--- src/verilog/ex_pkg.sv ---
package ex_pkg;

    // widths
    localparam int WORD_W     = 32;
    localparam int SHAMT_W    = 5;
    localparam int REG_ADDR_W = 5;
    localparam int OP_W       = 4;

    // number of execute lanes in flight
    localparam int NUM_LANES  = 4;
    localparam int LANE_IDX_W = $clog2(NUM_LANES);

    typedef logic [WORD_W-1:0]     word_t;
    typedef logic [SHAMT_W-1:0]    shamt_t;
    typedef logic [REG_ADDR_W-1:0] reg_addr_t;
    typedef logic [OP_W-1:0]       alu_op_t;
    typedef logic [LANE_IDX_W-1:0] lane_idx_t;

    // logic
    localparam alu_op_t OP_OR   = 4'd0;
    localparam alu_op_t OP_AND  = 4'd1;
    localparam alu_op_t OP_NOR  = 4'd2;
    localparam alu_op_t OP_XOR  = 4'd3;
    // shift
    localparam alu_op_t OP_SLL  = 4'd4;
    localparam alu_op_t OP_SRL  = 4'd5;
    localparam alu_op_t OP_SRA  = 4'd6;
    // add and subtract
    localparam alu_op_t OP_ADD  = 4'd7;
    localparam alu_op_t OP_ADDU = 4'd8;
    localparam alu_op_t OP_SUB  = 4'd9;
    localparam alu_op_t OP_SUBU = 4'd10;
    // compare
    localparam alu_op_t OP_SLT  = 4'd11;
    localparam alu_op_t OP_SLTU = 4'd12;
    // bit counts
    localparam alu_op_t OP_CLZ  = 4'd13;
    localparam alu_op_t OP_CLO  = 4'd14;
    // low word of the signed product
    localparam alu_op_t OP_MUL  = 4'd15;

    // one instruction entering the execute stage
    typedef struct packed {
        alu_op_t   op;
        word_t     operand_1;
        word_t     operand_2;
        reg_addr_t reg_write_addr;
        logic      reg_write_en;
    } exe_req_t;

    // write-back result of one instruction
    typedef struct packed {
        word_t     reg_write_data;
        reg_addr_t reg_write_addr;
        logic      reg_write_en;
    } exe_res_t;

endpackage

--- src/verilog/ex_dispatch.sv ---
module ex_dispatch (
    input  logic                         clk,
    input  logic                         rst_n_i,
    input  logic                         req_i,
    input  ex_pkg::exe_req_t             req_data_i,
    output logic                         ack_o,
    input  logic [ex_pkg::NUM_LANES-1:0] busy_i,
    output logic [ex_pkg::NUM_LANES-1:0] issue_o,
    output ex_pkg::exe_req_t             issue_data_o
);

    import ex_pkg::*;

    typedef enum logic {
        DSP_IDLE,
        DSP_ACK
    } dsp_state_t;

    dsp_state_t state;
    lane_idx_t  lane_ptr;
    lane_idx_t  lane_ptr_next;

    // round-robin wrap
    assign lane_ptr_next = (lane_ptr == lane_idx_t'(NUM_LANES - 1)) ? '0 : lane_ptr + 1'b1;

    always_ff @(posedge clk) begin
        if (!rst_n_i) begin
            state    <= DSP_IDLE;
            lane_ptr <= '0;
            ack_o    <= 1'b0;
            issue_o  <= '0;
        end else begin
            // issue is a single-cycle pulse
            issue_o <= '0;
            case (state)
                DSP_IDLE: begin
                    // wait for the target lane to drain
                    if (req_i && !busy_i[lane_ptr]) begin
                        ack_o             <= 1'b1;
                        issue_o[lane_ptr] <= 1'b1;
                        state             <= DSP_ACK;
                    end
                end
                DSP_ACK: begin
                    if (!req_i) begin
                        ack_o    <= 1'b0;
                        lane_ptr <= lane_ptr_next;
                        state    <= DSP_IDLE;
                    end
                end
                default: begin
                    state <= DSP_IDLE;
                end
            endcase
        end
    end

    // shared request register seen by all lanes
    always_ff @(posedge clk) begin
        if (state == DSP_IDLE && req_i && !busy_i[lane_ptr]) begin
            issue_data_o <= req_data_i;
        end
    end

endmodule

--- config.mk ---
export PLATFORM = sky130hd
export DESIGN_NAME = ex_dispatch
export DESIGN_NICKNAME = d
export VERILOG_FILES = /design/src/verilog/ex_pkg.sv /design/src/verilog/ex_dispatch.sv
export SDC_FILE = /design/constraint.sdc
export NUM_CORES = 1
export LEC_CHECK = 0
export ABC_CLOCK_PERIOD_IN_PS = 14400
export BUFFER_PORTS_ARGS = -buffer_cell sky130_fd_sc_hd__buf_2
export CAP_MARGIN = 20
export CORE_ASPECT_RATIO = 1.25
export CORE_MARGIN = 2
export CORE_UTILIZATION = 44
export CTS_BUF_LIST = sky130_fd_sc_hd__clkbuf_4 sky130_fd_sc_hd__clkbuf_8
export CTS_CLUSTER_SIZE = 28
export DETAILED_ROUTE_END_ITERATION = 8
export PLACE_DENSITY = 0.81
export SYNTH_ARGS = -nofsm -noshare
export SYNTH_HDL_FRONTEND = slang
export SYNTH_SLANG_ARGS = --single-unit
--- constraint.sdc ---
create_clock -name clk -period 14.4 [get_ports clk]
set_input_delay 2.16 -clock clk [delete_from_list [all_inputs] [get_ports clk]]
set_output_delay 2.16 -clock clk [all_outputs]
set_load 0.1 [all_outputs]
==> Yosys cells after proc, flatten, opt, wreduce, memory -nomap -nowiden <==
Index checks and enable logic that the tools add are counted.
{ "word_totals": {"reg_bits": 82, "output_inout_bits": 79, "word_cells": 38} }
{ "op_classes": {"n_addsub": 1, "n_lt_le_gt_ge": 2, "eq_ne": 3, "mux": 11, "bitwise_logic": 4, "reduce_logical": 8} }
{ "ops": {"columns": ["op", "count"], "rows": [
  ["two-way mux 1 bit", 6],
  ["logical AND 1 bit", 4],
  ["inequality test 2 bit, second input constant", 2],
  ["inverter 1 bit", 4],
  ["case mux 1 bit (2 select lines)", 2],
  ["AND reduction 2 bit", 2],
  ["less-than comparator 2 x 3 -> 1 bit, second input constant", 1],
  ["OR reduction 3 bit", 1],
  ["adder 2 x 1 -> 2 bit, second input constant", 1],
  ["binary-select mux 1 bit (select 2 bit)", 1],
  ["demux 1 bit (select 2 bit)", 1],
  ["== test 2 bit, second input constant", 1],
  [">= comparator 2 x 1 -> 1 bit, second input constant", 1],
  ["two-way mux 2 bit", 1],
  ["zero test 1 bit", 1]
]} }

==> Logic depth before layout (Yosys ltp) <==
{ "logic_depth": {"word_depth": 6, "ltp_mapped": 5} }

==> Worst setup path before layout <==
Ideal clock, no wire load.
{ "synth_timing": {"kind": "input to register", "from": "input busy_i[0] (netlist bit)", "to": "register issue_data_o[0] (netlist bit) (enable)", "arrival_ns": 9.921, "path_slack_ns": 3.771, "cell_stages": 2, "path_buffers": 0, "path_cell_list": "mux2_4 o41ai_1"} }
{ "synth_via": {"elab_chain_cells": 4} }
{ "synth_rtl": {"columns": ["element", "line_no", "rtl"], "rows": [
  ["start: declaration", "ex_dispatch.sv:7", "input logic [ex_pkg::NUM_LANES-1:0] busy_i,"],
  ["binary-select mux 1 bit (select 2 bit)", "ex_dispatch.sv:60", "if (state == DSP_IDLE && req_i && !busy_i[lane_ptr]) begin"],
  ["two-way mux 1 bit (implied by the code)", "ex_dispatch.sv:60", null],
  ["zero test 1 bit", "ex_dispatch.sv:60", null],
  ["logical AND 1 bit", "ex_dispatch.sv:60", null],
  ["end signal: assignment", "ex_dispatch.sv:61", "issue_data_o <= req_data_i;"],
  ["end: declaration", "ex_dispatch.sv:9", "output ex_pkg::exe_req_t issue_data_o"]
]} }
Every way passes these cells. The select of a mux whose other input is x is not followed.
A chain may end at the register's enable or synchronous reset.

==> Worst setup path in the final report <==
{ "layout_timing": {"from": "input busy_i[3] (netlist bit)", "to": "register issue_data_o[15] (netlist bit) (enable)"} }
The elaborated chain is that of the path after synthesis.

==> results.json <==
{
  "avgSynthCellArea_um2": 23.36,
  "swShare_pct": 32.03,
  "synthToLayoutAreaGrowth_pct": 41.23,
  "power.share.clock_pct": 29.8,
  "gp_congestion": 0.7719,
  "vdd_ir_drop_max_mv": 0.07789,
  "drive_gt1_share_pct": 61.81,
  "synth_area_leaders": "edfxtp_1 (84%), dfxtp_1 (6.1%), ha_1 (1.9%)",
  "cp.required_ns": 14.36,
  "path_max_fanout": 74,
  "synth_area_leader_cell": "edfxtp_1",
  "root_buffer": "clkbuf_8",
  "insertion_delay_ns": 0.34,
  "ys_seq_elements": 82,
  "cp_slowest_cell": "buf_4",
  "synth_cells": 113,
  "antenna_found_initial": 1,
  "design.die.area_mm2": 0.006640,
  "slew_headroom_pct": 41.58,
  "yosysTopAreaCellShare_pct": 84.17,
  "drc": 0,
  "cts_buffer_depth": 2,
  "grt_pass1_vias": 1563,
  "nets": 368,
  "pin_count": 160,
  "intPower_mw": 0.3712,
  "synth_warnings": 0,
  "die_y_um": 90.61,
  "rows": 31,
  "cp-end-kind": "register",
  "power.switching_mw": 0.1749,
  "hold_class": "reg2reg",
  "drt_first_pass_iters": 4,
  "crit_chain": "buf_2 -> mux2i_1 -> nand4b_1 -> o41ai_2 -> buf_4",
  "die_w_um": 73.28,
  "final_hold_viol_count": 0,
  "min_period_ns": 3.601,
  "yosysSeqAreaShare_pct": 90.24,
  "slew_viol_final": 0,
  "postRouteAntennaNets": 0,
  "cts_tree": "yes",
  "power_frac_seq_pct": 50.6,
  "rsz0062_at_grt": "false",
  "h-tree-depth": 3,
  "status": "finished, final reports clean",
  "arrival_ns": 3.56,
  "finalSetupTns_ns": 0,
  "async_flop_share_pct": 0,
  "ctsHoldBuffers": 0,
  "pwr-share-comb_pct": 19.6,
  "grt_pass1_wl_um": 7845,
  "clkTransAtPathRegs_ns": 0.08,
  "cap_violations": 0,
  "critPathMaxStageDelay_ns": 0.74,
  "period_share_pct": 25.01,
  "synth_edf_count": 74,
  "dp_slack_ns": 10.43,
  "cts_resized": 0,
  "io_buffer_count": 159,
  "setup_viol": 0,
  "crit_family": "buffers and inverters",
  "worst_pin_slew_ns": 0.8763,
  "drt_iter0_drc": 55,
  "fin_ws_ns": 10.80,
  "grt.total_usage_pct": 16.57,
  "critPathLaunchType": "primary input",
  "core_area_mm2": 0.005779,
  "skew_ns": 0.008430,
  "dpl.hpwl_um": 4142,
  "grt-ovfl-total": 0,
  "synth_most_common_cell": "edfxtp_1",
  "critPathBufInv": 2,
  "post_drt_wl_per_cell_um": 15.46,
  "post_cts_buffers": 0,
  "antenna_cells": 0,
  "syn-num-nets": 198,
  "syn-cell-area_mm2": 0.002640,
  "grt_max_degree": 75,
  "drt-vias-per-instance": 4.613,
  "via_count": 1633,
  "wirelength_um": 5473,
  "yosys-top-cells-count": "edfxtp_1 (74), dfxtp_1 (8), and2_1 (4), ha_1 (4), nor2b_1 (4)",
  "power_density_mw_per_mm2": 146.4,
  "leakagePower_nw": 1.601,
  "cts_buffers": 9,
  "synth_cell_types": 18,
  "clkSinkCount": 82,
  "crit_type": "in2reg",
  "fmax_mhz": 277.7,
  "start_util_pct": 45.68,
  "yosys_most_used_dff": "edfxtp_1"
}
[logic make-up after synthesis]
logic type / Yosys count / synth area share (%)
buffers and inverters: 4 / 0.6159
DFF: 82 / 90.24
and+or+nand+nor: 15 / 3.697
adders and majority gates: 4 / 1.896
AOI/OAI and AO/OA: 4 / 1.848
muxes: 4 / 1.706
[cell type report]
class,count,area (µm²)
Tap cell,66,82.58
Clock inverter,7,76.32
Clock buffer,9,123.9
Sequential cell,82,2382
Multi-Input combinational cell,27,249.0
Fill cell,415,2051
Inverter,3,11.26
Timing Repair Buffer,160,803.3
[per-layer routing]
layer | track usage, % | wire length [µm] | up-vias
met5 | 0 | 16 | -
met1 | 16.87 | 1985 | 748
li1 | - | - | 781
met2 | 28.23 | 2859 | 96
met3 | 8.817 | 571 | 6
met4 | 5.710 | 39 | 2
[layout by cell type (no fill, tap or decap), drive strengths merged, types with 3 or more instances in the layout]
cell,Yosys,layout
nor2b,4,4
dfxtp,8,8
inv,3,5
and2,5,5
buf,1,160
nor2,3,3
clkbuf,0,9
ha,4,4
clkinv,0,3
edfxtp,74,74
mux2i,3,3
[through the flow]
stage | cells | util [%] | total power, mW | instance area (µm²) | hold slack [ns]
6_report | 354 | 64.52 | 0.5460 | 3729 | 0.6248
5_1_grt | 354 | 64.52 | 0.5638 | 3729 | 0.6547
4_1_cts | 354 | 64.52 | 0.5503 | 3729 | 0.6179
3_5_place_dp | 338 | 61.05 | 0.3895 | 3528 | 0.5952
3_3_place_gp | 338 | 61.05 | 0.3879 | 3528 | 0.6040
2_1_floorplan | 113 | - | 0.3695 | 2640 | 0.5388
[sequential cells by signal, indices dropped and copies added, names as in the netlist]
register	cells
issue_data_o	74
issue_o	4
lane_ptr	2
ack_o	1
state	1
[path summary, 6_finish.rpt]
path	start	to	slack, ns	cells past startpoint
max	busy_i[3]	issue_data_o[15]$_DFFE_PP_	10.80	5
min	state$_SDFF_PN0_	state$_SDFF_PN0_	0.62	1
max reg2reg	lane_ptr[1]$_SDFFE_PN0P_	issue_data_o[15]$_DFFE_PP_	12.16	4
min reg2reg	state$_SDFF_PN0_	state$_SDFF_PN0_	0.62	1
[power by group through the flow]
stage	registers (mW)	logic (mW)	clock network (mW)
3_3_place_gp	0.281	0.106	0
5_1_grt	0.278	0.110	0.176
3_5_place_dp	0.282	0.107	0
2_1_floorplan	0.362	0.00730	0
6_report	0.276	0.107	0.163
4_1_cts	0.277	0.108	0.166
Note: power is estimated with default switching activity, not from simulation.
