$ cat config.mk
export PLATFORM = sky130hd
export DESIGN_NAME = ex_lane
export DESIGN_NICKNAME = d
export VERILOG_FILES = /design/src/verilog/ex_pkg.sv /design/src/verilog/ex_alu.sv /design/src/verilog/ex_lane.sv
export SDC_FILE = /design/constraint.sdc
export NUM_CORES = 2
export LEC_CHECK = 0
export BUFFER_PORTS_ARGS = -buffer_cell sky130_fd_sc_hd__buf_4
export CORE_MARGIN = 3
export CORE_UTILIZATION = 58
export CTS_BUF_LIST = sky130_fd_sc_hd__clkbuf_16
export DETAILED_ROUTE_END_ITERATION = 12
export PLACE_DENSITY = 0.84
export SYNTH_ARGS = -nofsm -noshare
export SYNTH_HDL_FRONTEND = slang
export SYNTH_SLANG_ARGS = --single-unit
$ cat constraint.sdc
create_clock -name clk -period 22 [get_ports clk]
set_input_delay 0 -clock clk [delete_from_list [all_inputs] [get_ports clk]]
set_output_delay 0 -clock clk [all_outputs]
set_load 0.05 [all_outputs]
$ cat src/verilog/ex_pkg.sv
package ex_pkg;

    // widths
    localparam int WORD_W     = 32;
    localparam int SHAMT_W    = 5;
    localparam int REG_ADDR_W = 5;
    localparam int OP_W       = 4;

    // number of execute lanes in flight
    localparam int NUM_LANES  = 4;
    localparam int LANE_IDX_W = $clog2(NUM_LANES);

    typedef logic [WORD_W-1:0]     word_t;
    typedef logic [SHAMT_W-1:0]    shamt_t;
    typedef logic [REG_ADDR_W-1:0] reg_addr_t;
    typedef logic [OP_W-1:0]       alu_op_t;
    typedef logic [LANE_IDX_W-1:0] lane_idx_t;

    // logic
    localparam alu_op_t OP_OR   = 4'd0;
    localparam alu_op_t OP_AND  = 4'd1;
    localparam alu_op_t OP_NOR  = 4'd2;
    localparam alu_op_t OP_XOR  = 4'd3;
    // shift
    localparam alu_op_t OP_SLL  = 4'd4;
    localparam alu_op_t OP_SRL  = 4'd5;
    localparam alu_op_t OP_SRA  = 4'd6;
    // add and subtract
    localparam alu_op_t OP_ADD  = 4'd7;
    localparam alu_op_t OP_ADDU = 4'd8;
    localparam alu_op_t OP_SUB  = 4'd9;
    localparam alu_op_t OP_SUBU = 4'd10;
    // compare
    localparam alu_op_t OP_SLT  = 4'd11;
    localparam alu_op_t OP_SLTU = 4'd12;
    // bit counts
    localparam alu_op_t OP_CLZ  = 4'd13;
    localparam alu_op_t OP_CLO  = 4'd14;
    // low word of the signed product
    localparam alu_op_t OP_MUL  = 4'd15;

    // one instruction entering the execute stage
    typedef struct packed {
        alu_op_t   op;
        word_t     operand_1;
        word_t     operand_2;
        reg_addr_t reg_write_addr;
        logic      reg_write_en;
    } exe_req_t;

    // write-back result of one instruction
    typedef struct packed {
        word_t     reg_write_data;
        reg_addr_t reg_write_addr;
        logic      reg_write_en;
    } exe_res_t;

endpackage

$ cat src/verilog/ex_alu.sv
module ex_alu (
    input  ex_pkg::alu_op_t op_i,
    input  ex_pkg::word_t   operand_1_i,
    input  ex_pkg::word_t   operand_2_i,
    output ex_pkg::word_t   result_o,
    output logic            overflow_o
);

    import ex_pkg::*;

    shamt_t shamt;
    word_t  operand_2_mux;
    word_t  sum;
    word_t  operand_1_not;
    word_t  clz_count;
    word_t  clo_count;
    logic   negate;
    logic   sum_overflow;
    logic   signed_lt;
    logic   unsigned_lt;
    logic signed [2*WORD_W-1:0] product;

    function automatic word_t count_lead_zeros(input word_t value);
        word_t count;
        logic  seen_one;
        count    = '0;
        seen_one = 1'b0;
        for (int i = WORD_W - 1; i >= 0; i--) begin
            if (value[i]) begin
                seen_one = 1'b1;
            end else if (!seen_one) begin
                count = count + 1'b1;
            end
        end
        return count;
    endfunction

    // shift amount comes from operand 1
    assign shamt = operand_1_i[SHAMT_W-1:0];

    assign negate = (op_i == OP_SUB) || (op_i == OP_SUBU) || (op_i == OP_SLT);
    assign operand_2_mux = negate ? (~operand_2_i + 1'b1) : operand_2_i;
    assign sum = operand_1_i + operand_2_mux;

    // same-sign inputs, different-sign sum
    assign sum_overflow = (operand_1_i[WORD_W-1] == operand_2_mux[WORD_W-1])
                       && (sum[WORD_W-1] != operand_1_i[WORD_W-1]);
    assign overflow_o = sum_overflow && ((op_i == OP_ADD) || (op_i == OP_SUB));

    // less than when only operand 1 is negative or equal signs give a negative difference
    assign signed_lt = (operand_1_i[WORD_W-1] && !operand_2_i[WORD_W-1])
                    || ((operand_1_i[WORD_W-1] == operand_2_i[WORD_W-1]) && sum[WORD_W-1]);
    assign unsigned_lt = operand_1_i < operand_2_i;

    assign operand_1_not = ~operand_1_i;
    assign clz_count = count_lead_zeros(operand_1_i);
    assign clo_count = count_lead_zeros(operand_1_not);

    assign product = $signed(operand_1_i) * $signed(operand_2_i);

    always_comb begin
        case (op_i)
            OP_OR:   result_o = operand_1_i | operand_2_i;
            OP_AND:  result_o = operand_1_i & operand_2_i;
            OP_NOR:  result_o = ~(operand_1_i | operand_2_i);
            OP_XOR:  result_o = operand_1_i ^ operand_2_i;
            OP_SLL:  result_o = operand_2_i << shamt;
            OP_SRL:  result_o = operand_2_i >> shamt;
            OP_SRA:  result_o = word_t'($signed(operand_2_i) >>> shamt);
            OP_ADD,
            OP_ADDU,
            OP_SUB,
            OP_SUBU: result_o = sum;
            OP_SLT:  result_o = word_t'(signed_lt);
            OP_SLTU: result_o = word_t'(unsigned_lt);
            OP_CLZ:  result_o = clz_count;
            OP_CLO:  result_o = clo_count;
            OP_MUL:  result_o = product[WORD_W-1:0];
            default: result_o = '0;
        endcase
    end

endmodule

$ cat src/verilog/ex_lane.sv
module ex_lane (
    input  logic             clk,
    input  logic             rst_n_i,
    input  logic             issue_i,
    input  ex_pkg::exe_req_t issue_data_i,
    input  logic             release_i,
    output logic             busy_o,
    output logic             done_o,
    output ex_pkg::exe_res_t result_o
);

    import ex_pkg::*;

    exe_req_t req_q;
    word_t    alu_result;
    logic     alu_overflow;
    logic     compute;

    ex_alu ex_alu_inst (
        .op_i        (req_q.op),
        .operand_1_i (req_q.operand_1),
        .operand_2_i (req_q.operand_2),
        .result_o    (alu_result),
        .overflow_o  (alu_overflow)
    );

    // one cycle between capture and result
    assign compute = busy_o && !done_o;

    always_ff @(posedge clk) begin
        if (!rst_n_i) begin
            busy_o <= 1'b0;
            done_o <= 1'b0;
        end else if (issue_i) begin
            busy_o <= 1'b1;
        end else if (release_i) begin
            busy_o <= 1'b0;
            done_o <= 1'b0;
        end else if (compute) begin
            done_o <= 1'b1;
        end
    end

    always_ff @(posedge clk) begin
        if (issue_i) begin
            req_q <= issue_data_i;
        end
        if (compute) begin
            result_o.reg_write_data <= alu_result;
            result_o.reg_write_addr <= req_q.reg_write_addr;
            // signed overflow cancels the write
            result_o.reg_write_en   <= req_q.reg_write_en && !alu_overflow;
        end
    end

endmodule

After elaboration in Yosys (flattened, before gate mapping)
Index checks and enable logic that the tools add are counted.

$add $sub $neg: 64. Multipliers: 1. Divide/modulo/power cells: 0. $lt $le $gt $ge: 1. Eq/ne operators: 18. Shifts and indexed selects: 3. Muxes and demuxes: 194. Bitwise operators: 7. Reduce and logical (&&, ||, !) cells: 18.

Operators by type and width (number): 32-bit two-way mux (125); 32-bit by 1-bit adder with 32-bit output (second input constant) (61); 32-bit case mux with 13 select lines (1); 32-bit NOT (3); 1-bit two-way mux (68); 32-bit adder (1); 32-bit bitwise AND (1); 4-bit equality test (second input constant) (8); 32-bit less-than comparator (1); 32-bit by 32-bit multiplier with 32-bit output (1); 32-bit OR (1); 32-bit by 5-bit left shift with 32-bit output (1); 32-bit by 5-bit right shift with 32-bit output (1); 32-bit by 5-bit >>> shifter with 32-bit output (1); 32-bit XOR (1); 4-bit by 3-bit equality test with 1-bit output (second input constant) (4); 4-bit by 2-bit equality test with 1-bit output (second input constant) (2); 1-bit logical AND (6); 1-bit by 1-bit adder with 2-bit output (second input constant) (2); 4-bit by 1-bit equality test with 1-bit output (second input constant) (1); 4-bit zero test (1); 1-bit logical OR (4); 2-bit nonzero test (2); 4-bit OR reduction (1); other kinds (5) (8).

Register bits: 114. Bits in latches: 0. Bits in writable memories: 0. Bits in read-only memories: 0. Bits of input ports: 78. Output and inout bits: 40. Memories: 0.

Longest topological paths before layout
Depth after elaboration: 96. Gate-level depth with buffers: 103.

By module
A second synthesis with hierarchy kept.

Cells, all modules: 4885. Area total of the unflattened synthesis: 39029.9 um2.

Modules (own cells, without submodules): ex_alu (instances 1, cells each 4764, area an instance 35579.1 um2, seq. area each 0.0 um2); ex_lane (instances 1, cells each 121, area an instance 3450.8 um2, seq. area each 3403.3 um2).

Worst setup path before layout
Ideal clock, no wire load.

Kind: flip-flop to flip-flop. Start: register req_q[67] (netlist name). End: register result_o[12] (netlist name) (data pin). Library setup time: 0.272 ns. Data arrival time: 17.721 ns. Required time: 21.728 ns. Path slack: 4.007 ns. Stages on the path, launching flop included: 102. Clock period less this slack: 17.993 ns. Path through: edfxtp_1 > buf_2 > inv_1 > a21oi_1 > nor2_1 > ha_1 > nand2b_1 > a211oi_2 > ha_1 > nand2_1 > nand2_1 > ha_1 > nand2_1 > a31oi_1 > ha_1 > nand2_1 > a41oi_1 > ha_1 > [... 66 more ...] > a21oi_1 > ha_1 > mux2i_1 > a21oi_1 > ha_1 > nand2_1 > nand2_1 > ha_1 > nor2b_1 > xnor2_1 > nor2_1 > xnor2_1 > nand4_1 > nor3_1 > xnor2_1 > nor2_1 > a2111oi_0 > a21oi_1.

Cells in the longest elaborated chain, start to end: 90. Elaborated cells on any way between the ends: 236. Classes of those cells: add/sub: 58; mux: 177; bitwise: 1.

RTL lines: start: declaration (line ex_lane.sv:14) `exe_req_t req_q;`; start signal: assignment (line ex_lane.sv:46) `req_q <= issue_data_i;`; 32-bit NOT (line ex_alu.sv:55) `assign operand_1_not = ~operand_1_i;`; 32-bit two-way mux (line ex_alu.sv:29) `if (value[i]) begin`; 32-bit by 1-bit adder with 32-bit output (line ex_alu.sv:32) `count = count + 1'b1;`; 32-bit two-way mux (line ex_alu.sv:31) `end else if (!seen_one) begin`; 32-bit two-way mux (line ex_alu.sv:29); 32-bit by 1-bit adder with 32-bit output (line ex_alu.sv:32); 32-bit two-way mux (line ex_alu.sv:31); 32-bit two-way mux (line ex_alu.sv:29); [... 75 more ...]; 32-bit by 1-bit adder with 32-bit output (line ex_alu.sv:32); 32-bit two-way mux (line ex_alu.sv:31); 32-bit two-way mux (line ex_alu.sv:29); 32-bit by 1-bit adder with 32-bit output (line ex_alu.sv:32); 32-bit two-way mux (line ex_alu.sv:31); 32-bit two-way mux (line ex_alu.sv:29); 32-bit case mux with 13 select lines (*) (line ex_alu.sv:62) `case (op_i)`; via alu_result[6] (line ex_lane.sv:15) `word_t alu_result;`; end: declaration (line ex_lane.sv:9) `output ex_pkg::exe_res_t result_o`.

Mark *: on every way through the listed nets, which the timed path passes. The rest lies on a longest branch. A chain may end at the register's enable or synchronous reset.

Worst setup path in the final report
Same ends and word-level chain as after synthesis.

==> results.sh <==
export IMPL_dpl_hpwl_um=98950
export IMPL_final_setup_tns_ns=0
export IMPL_syn_cell_area_um2=36040
export IMPL_synth_nets=5336
export IMPL_grt_overflow_total=0
export IMPL_clockRootBuffer="clkbuf_16"
export IMPL_async_flop_share_pct=0
export IMPL_start_kind="flop"
export IMPL_wirelength_um=138100
export IMPL_start_util_pct=59.16
export IMPL_grt_pass1_vias=35590
export IMPL_clkTransAtPathRegs_ns=0.08
export IMPL_fin_nets=5417
export IMPL_yosysUniqueCellTypes=113
export IMPL_cts_tree="built"
export IMPL_rsz0062_at_grt="false"
export IMPL_fmax_ghz=0.04884
export IMPL_die_w_um=255.3
export IMPL_ant_nets=0
export IMPL_cts_sinks=114
export IMPL_clock_tree_buffer_depth=2
export IMPL_ys_seq_area_share_pct=9.442
export IMPL_yosys_area_top_type="fa_1"
export IMPL_worst_path_most_repeated_cell="ha_1"
export IMPL_netlist_instances=4516
export IMPL_cap_violations=0
export IMPL_avgSynthCellArea_um2=7.981
export IMPL_dieArea_um2=65170
export IMPL_cp_slowest_stage_delay_ns=0.52
export IMPL_clk_latency_ns=0.52
export IMPL_areaGrowthSynthToFinish_pct=8.818
export IMPL_dieHeight_um=255.3
export IMPL_finalClockSkew_ns=0.02695
export IMPL_first_pass_iters=9
export IMPL_drtIter0Drc=4402
export IMPL_hold_violations=0
export IMPL_status="finished clean"
export IMPL_grt_max_degree=65
export IMPL_path_delay_family="adder cells"
export IMPL_io_buffer_count=117
export IMPL_min_period_over_period_pct=93.07
export IMPL_yosys_warnings=0
export IMPL_crit_slowest_cell="edfxtp_1"
export IMPL_synthDominantCellAreaShare_pct=22.72
export IMPL_routed_via_density=6.505
export IMPL_cts_htree_levels=4
export IMPL_end_kind="flop"
export IMPL_wl_per_cell_um=25.36
export IMPL_setup_viol=0
export IMPL_path_buf_inv=6
export IMPL_vias=35420
export IMPL_ios=118
export IMPL_relSlewSlack_pct=23.14
export IMPL_rows=90
export IMPL_grt_pass1_wl_um=208300
export IMPL_globalplace_congestion=1.117
export IMPL_synth_top_flop_cell="edfxtp_1"
export IMPL_max_slew_worst_pin_slew_ns=1.124
export IMPL_hold_class="input port to flop"
export IMPL_ys_seq_elements=114
export IMPL_cp_required_ns=22.25
export IMPL_track_usage_pct=42.79
export IMPL_critPathMaxFanout=8
export IMPL_synth_edf_count=112
export IMPL_core_um2=60920
export IMPL_antenna_found_initial=8
export IMPL_drive_above_1_share_pct=7.961
export IMPL_cts_buffers=17
export IMPL_slew_violations=0
export IMPL_worst_ep_arrival_time_ns=20.72
export IMPL_crit_type="flop to flop"
export IMPL_remaining_drc_errors=0
export IMPL_fin_crit_ns=20.47
export IMPL_yosys_top_cells_area="fa_1 23%, ha_1 12%, edfxtp_1 9.3%"
cell type report:
cell class,count,area (µm²)
Clock inverter,15,177.7
Tap cell,828,1036
Multi-Input combinational cell,3516,29330
Clock buffer,17,425.4
Fill cell,5066,21700
Sequential cell,114,3403
Inverter,661,2481
Timing Repair Buffer,287,2352
Antenna cell,7,17.52
per-layer routing:
layer	GRT usage, %	wire length, µm
met1	51.56	47660
met4	31.08	12660
met3	16.55	21180
met2	62.53	56510
met5	0	65
worst register-to-register path: cells and delay by family (launching register included):
family          cells  cell delay [ns]
compound gates     22             4.61
xor+xnor            3             0.57
fa+ha+maj          27             8.35
buf+inv             6             0.78
flops               1             0.52
mux                14             2.90
simple gates       27             2.47
repair_timing:
action	4_1_cts	5_1_grt
hold buffers	79	0
endpoints found under the hold margin	87	0
buffers inserted	0	4
endpoints found under the setup margin	0	4
resized for setup	0	1
synthesized netlist by cell type, types with 37 or more instances:
master	instances
nor3_1	91
mux2i_1	116
ha_1	333
a21oi_1	209
buf_1	57
edfxtp_1	112
nor2_1	482
xnor2_1	210
xor2_1	61
nand3_1	83
fa_1	409
inv_1	632
nand2_1	614
o21ai_0	187
nand4_1	40
clkbuf_1	157
mux2_2	37
kinds of logic after synthesis:
| family | synth area share (%) |
|---|---|
| simple gates | 18.98 |
| buf+inv | 9.279 |
| compound gates | 13.59 |
| fa+ha+maj | 34.39 |
| xor+xnor | 8.526 |
| mux | 5.794 |
| flops | 9.442 |
flip-flops by register name (all words and copies together) (netlist names):
register  count
busy_o        1
req_q        74
done_o        1
result_o     38
metrics by stage:
| step | hold slack, ns | instances | cell area (µm²) | setup slack, ns | utilization [%] |
|---|---|---|---|---|---|
| final | 0.2000 | 5445 | 39220 | 1.526 | 64.38 |
| after global routing | 0.1980 | 5440 | 39210 | 0.1559 | 64.36 |
| after floorplan | 0.09806 | 4516 | 36040 | 4.007 | - |
| after global placement | 0.1778 | 5323 | 37780 | 2.272 | 62.01 |
| after detailed placement | 0.1793 | 5323 | 37780 | 1.562 | 62.01 |
| after CTS | 0.1818 | 5434 | 39170 | 1.510 | 64.30 |
cell usage in the layout (no fill, tap or decap), types with 24 or more instances in the layout:
master / netlist / routed
nand3_1: 83 / 83
clkinv_1: 24 / 25
and3_1: 31 / 31
mux2i_1: 116 / 116
edfxtp_1: 112 / 112
o21a_1: 24 / 24
nand2_1: 614 / 614
mux2_2: 37 / 37
a22oi_1: 24 / 24
o21ai_0: 187 / 186
buf_4: 2 / 208
nand4_1: 40 / 40
xnor2_1: 210 / 210
fa_1: 409 / 409
nor4_1: 32 / 31
ha_1: 333 / 333
a21o_1: 27 / 27
dlygate4sd3_1: 0 / 79
a21oi_1: 209 / 209
inv_1: 632 / 636
a221oi_1: 29 / 29
nor3_1: 91 / 89
nor2_1: 482 / 482
nand2b_1: 25 / 25
xor2_1: 61 / 61
a31oi_1: 32 / 32
and2_1: 24 / 24
final timing paths:
check	startpoint	cells after the start	slack, ns	to
worst min-delay path	issue_data_i[57]	2	0.20	req_q[57]
worst max-delay path	req_q[67]	99	1.53	result_o[12]
worst max register to register	req_q[67]	99	1.53	result_o[12]
worst min register to register	req_q[5]	0	0.42	result_o[5]
Power is left out: the tool's default activity adds up to more than one toggle a clock period on the data nets, which glitch-free logic cannot reach.
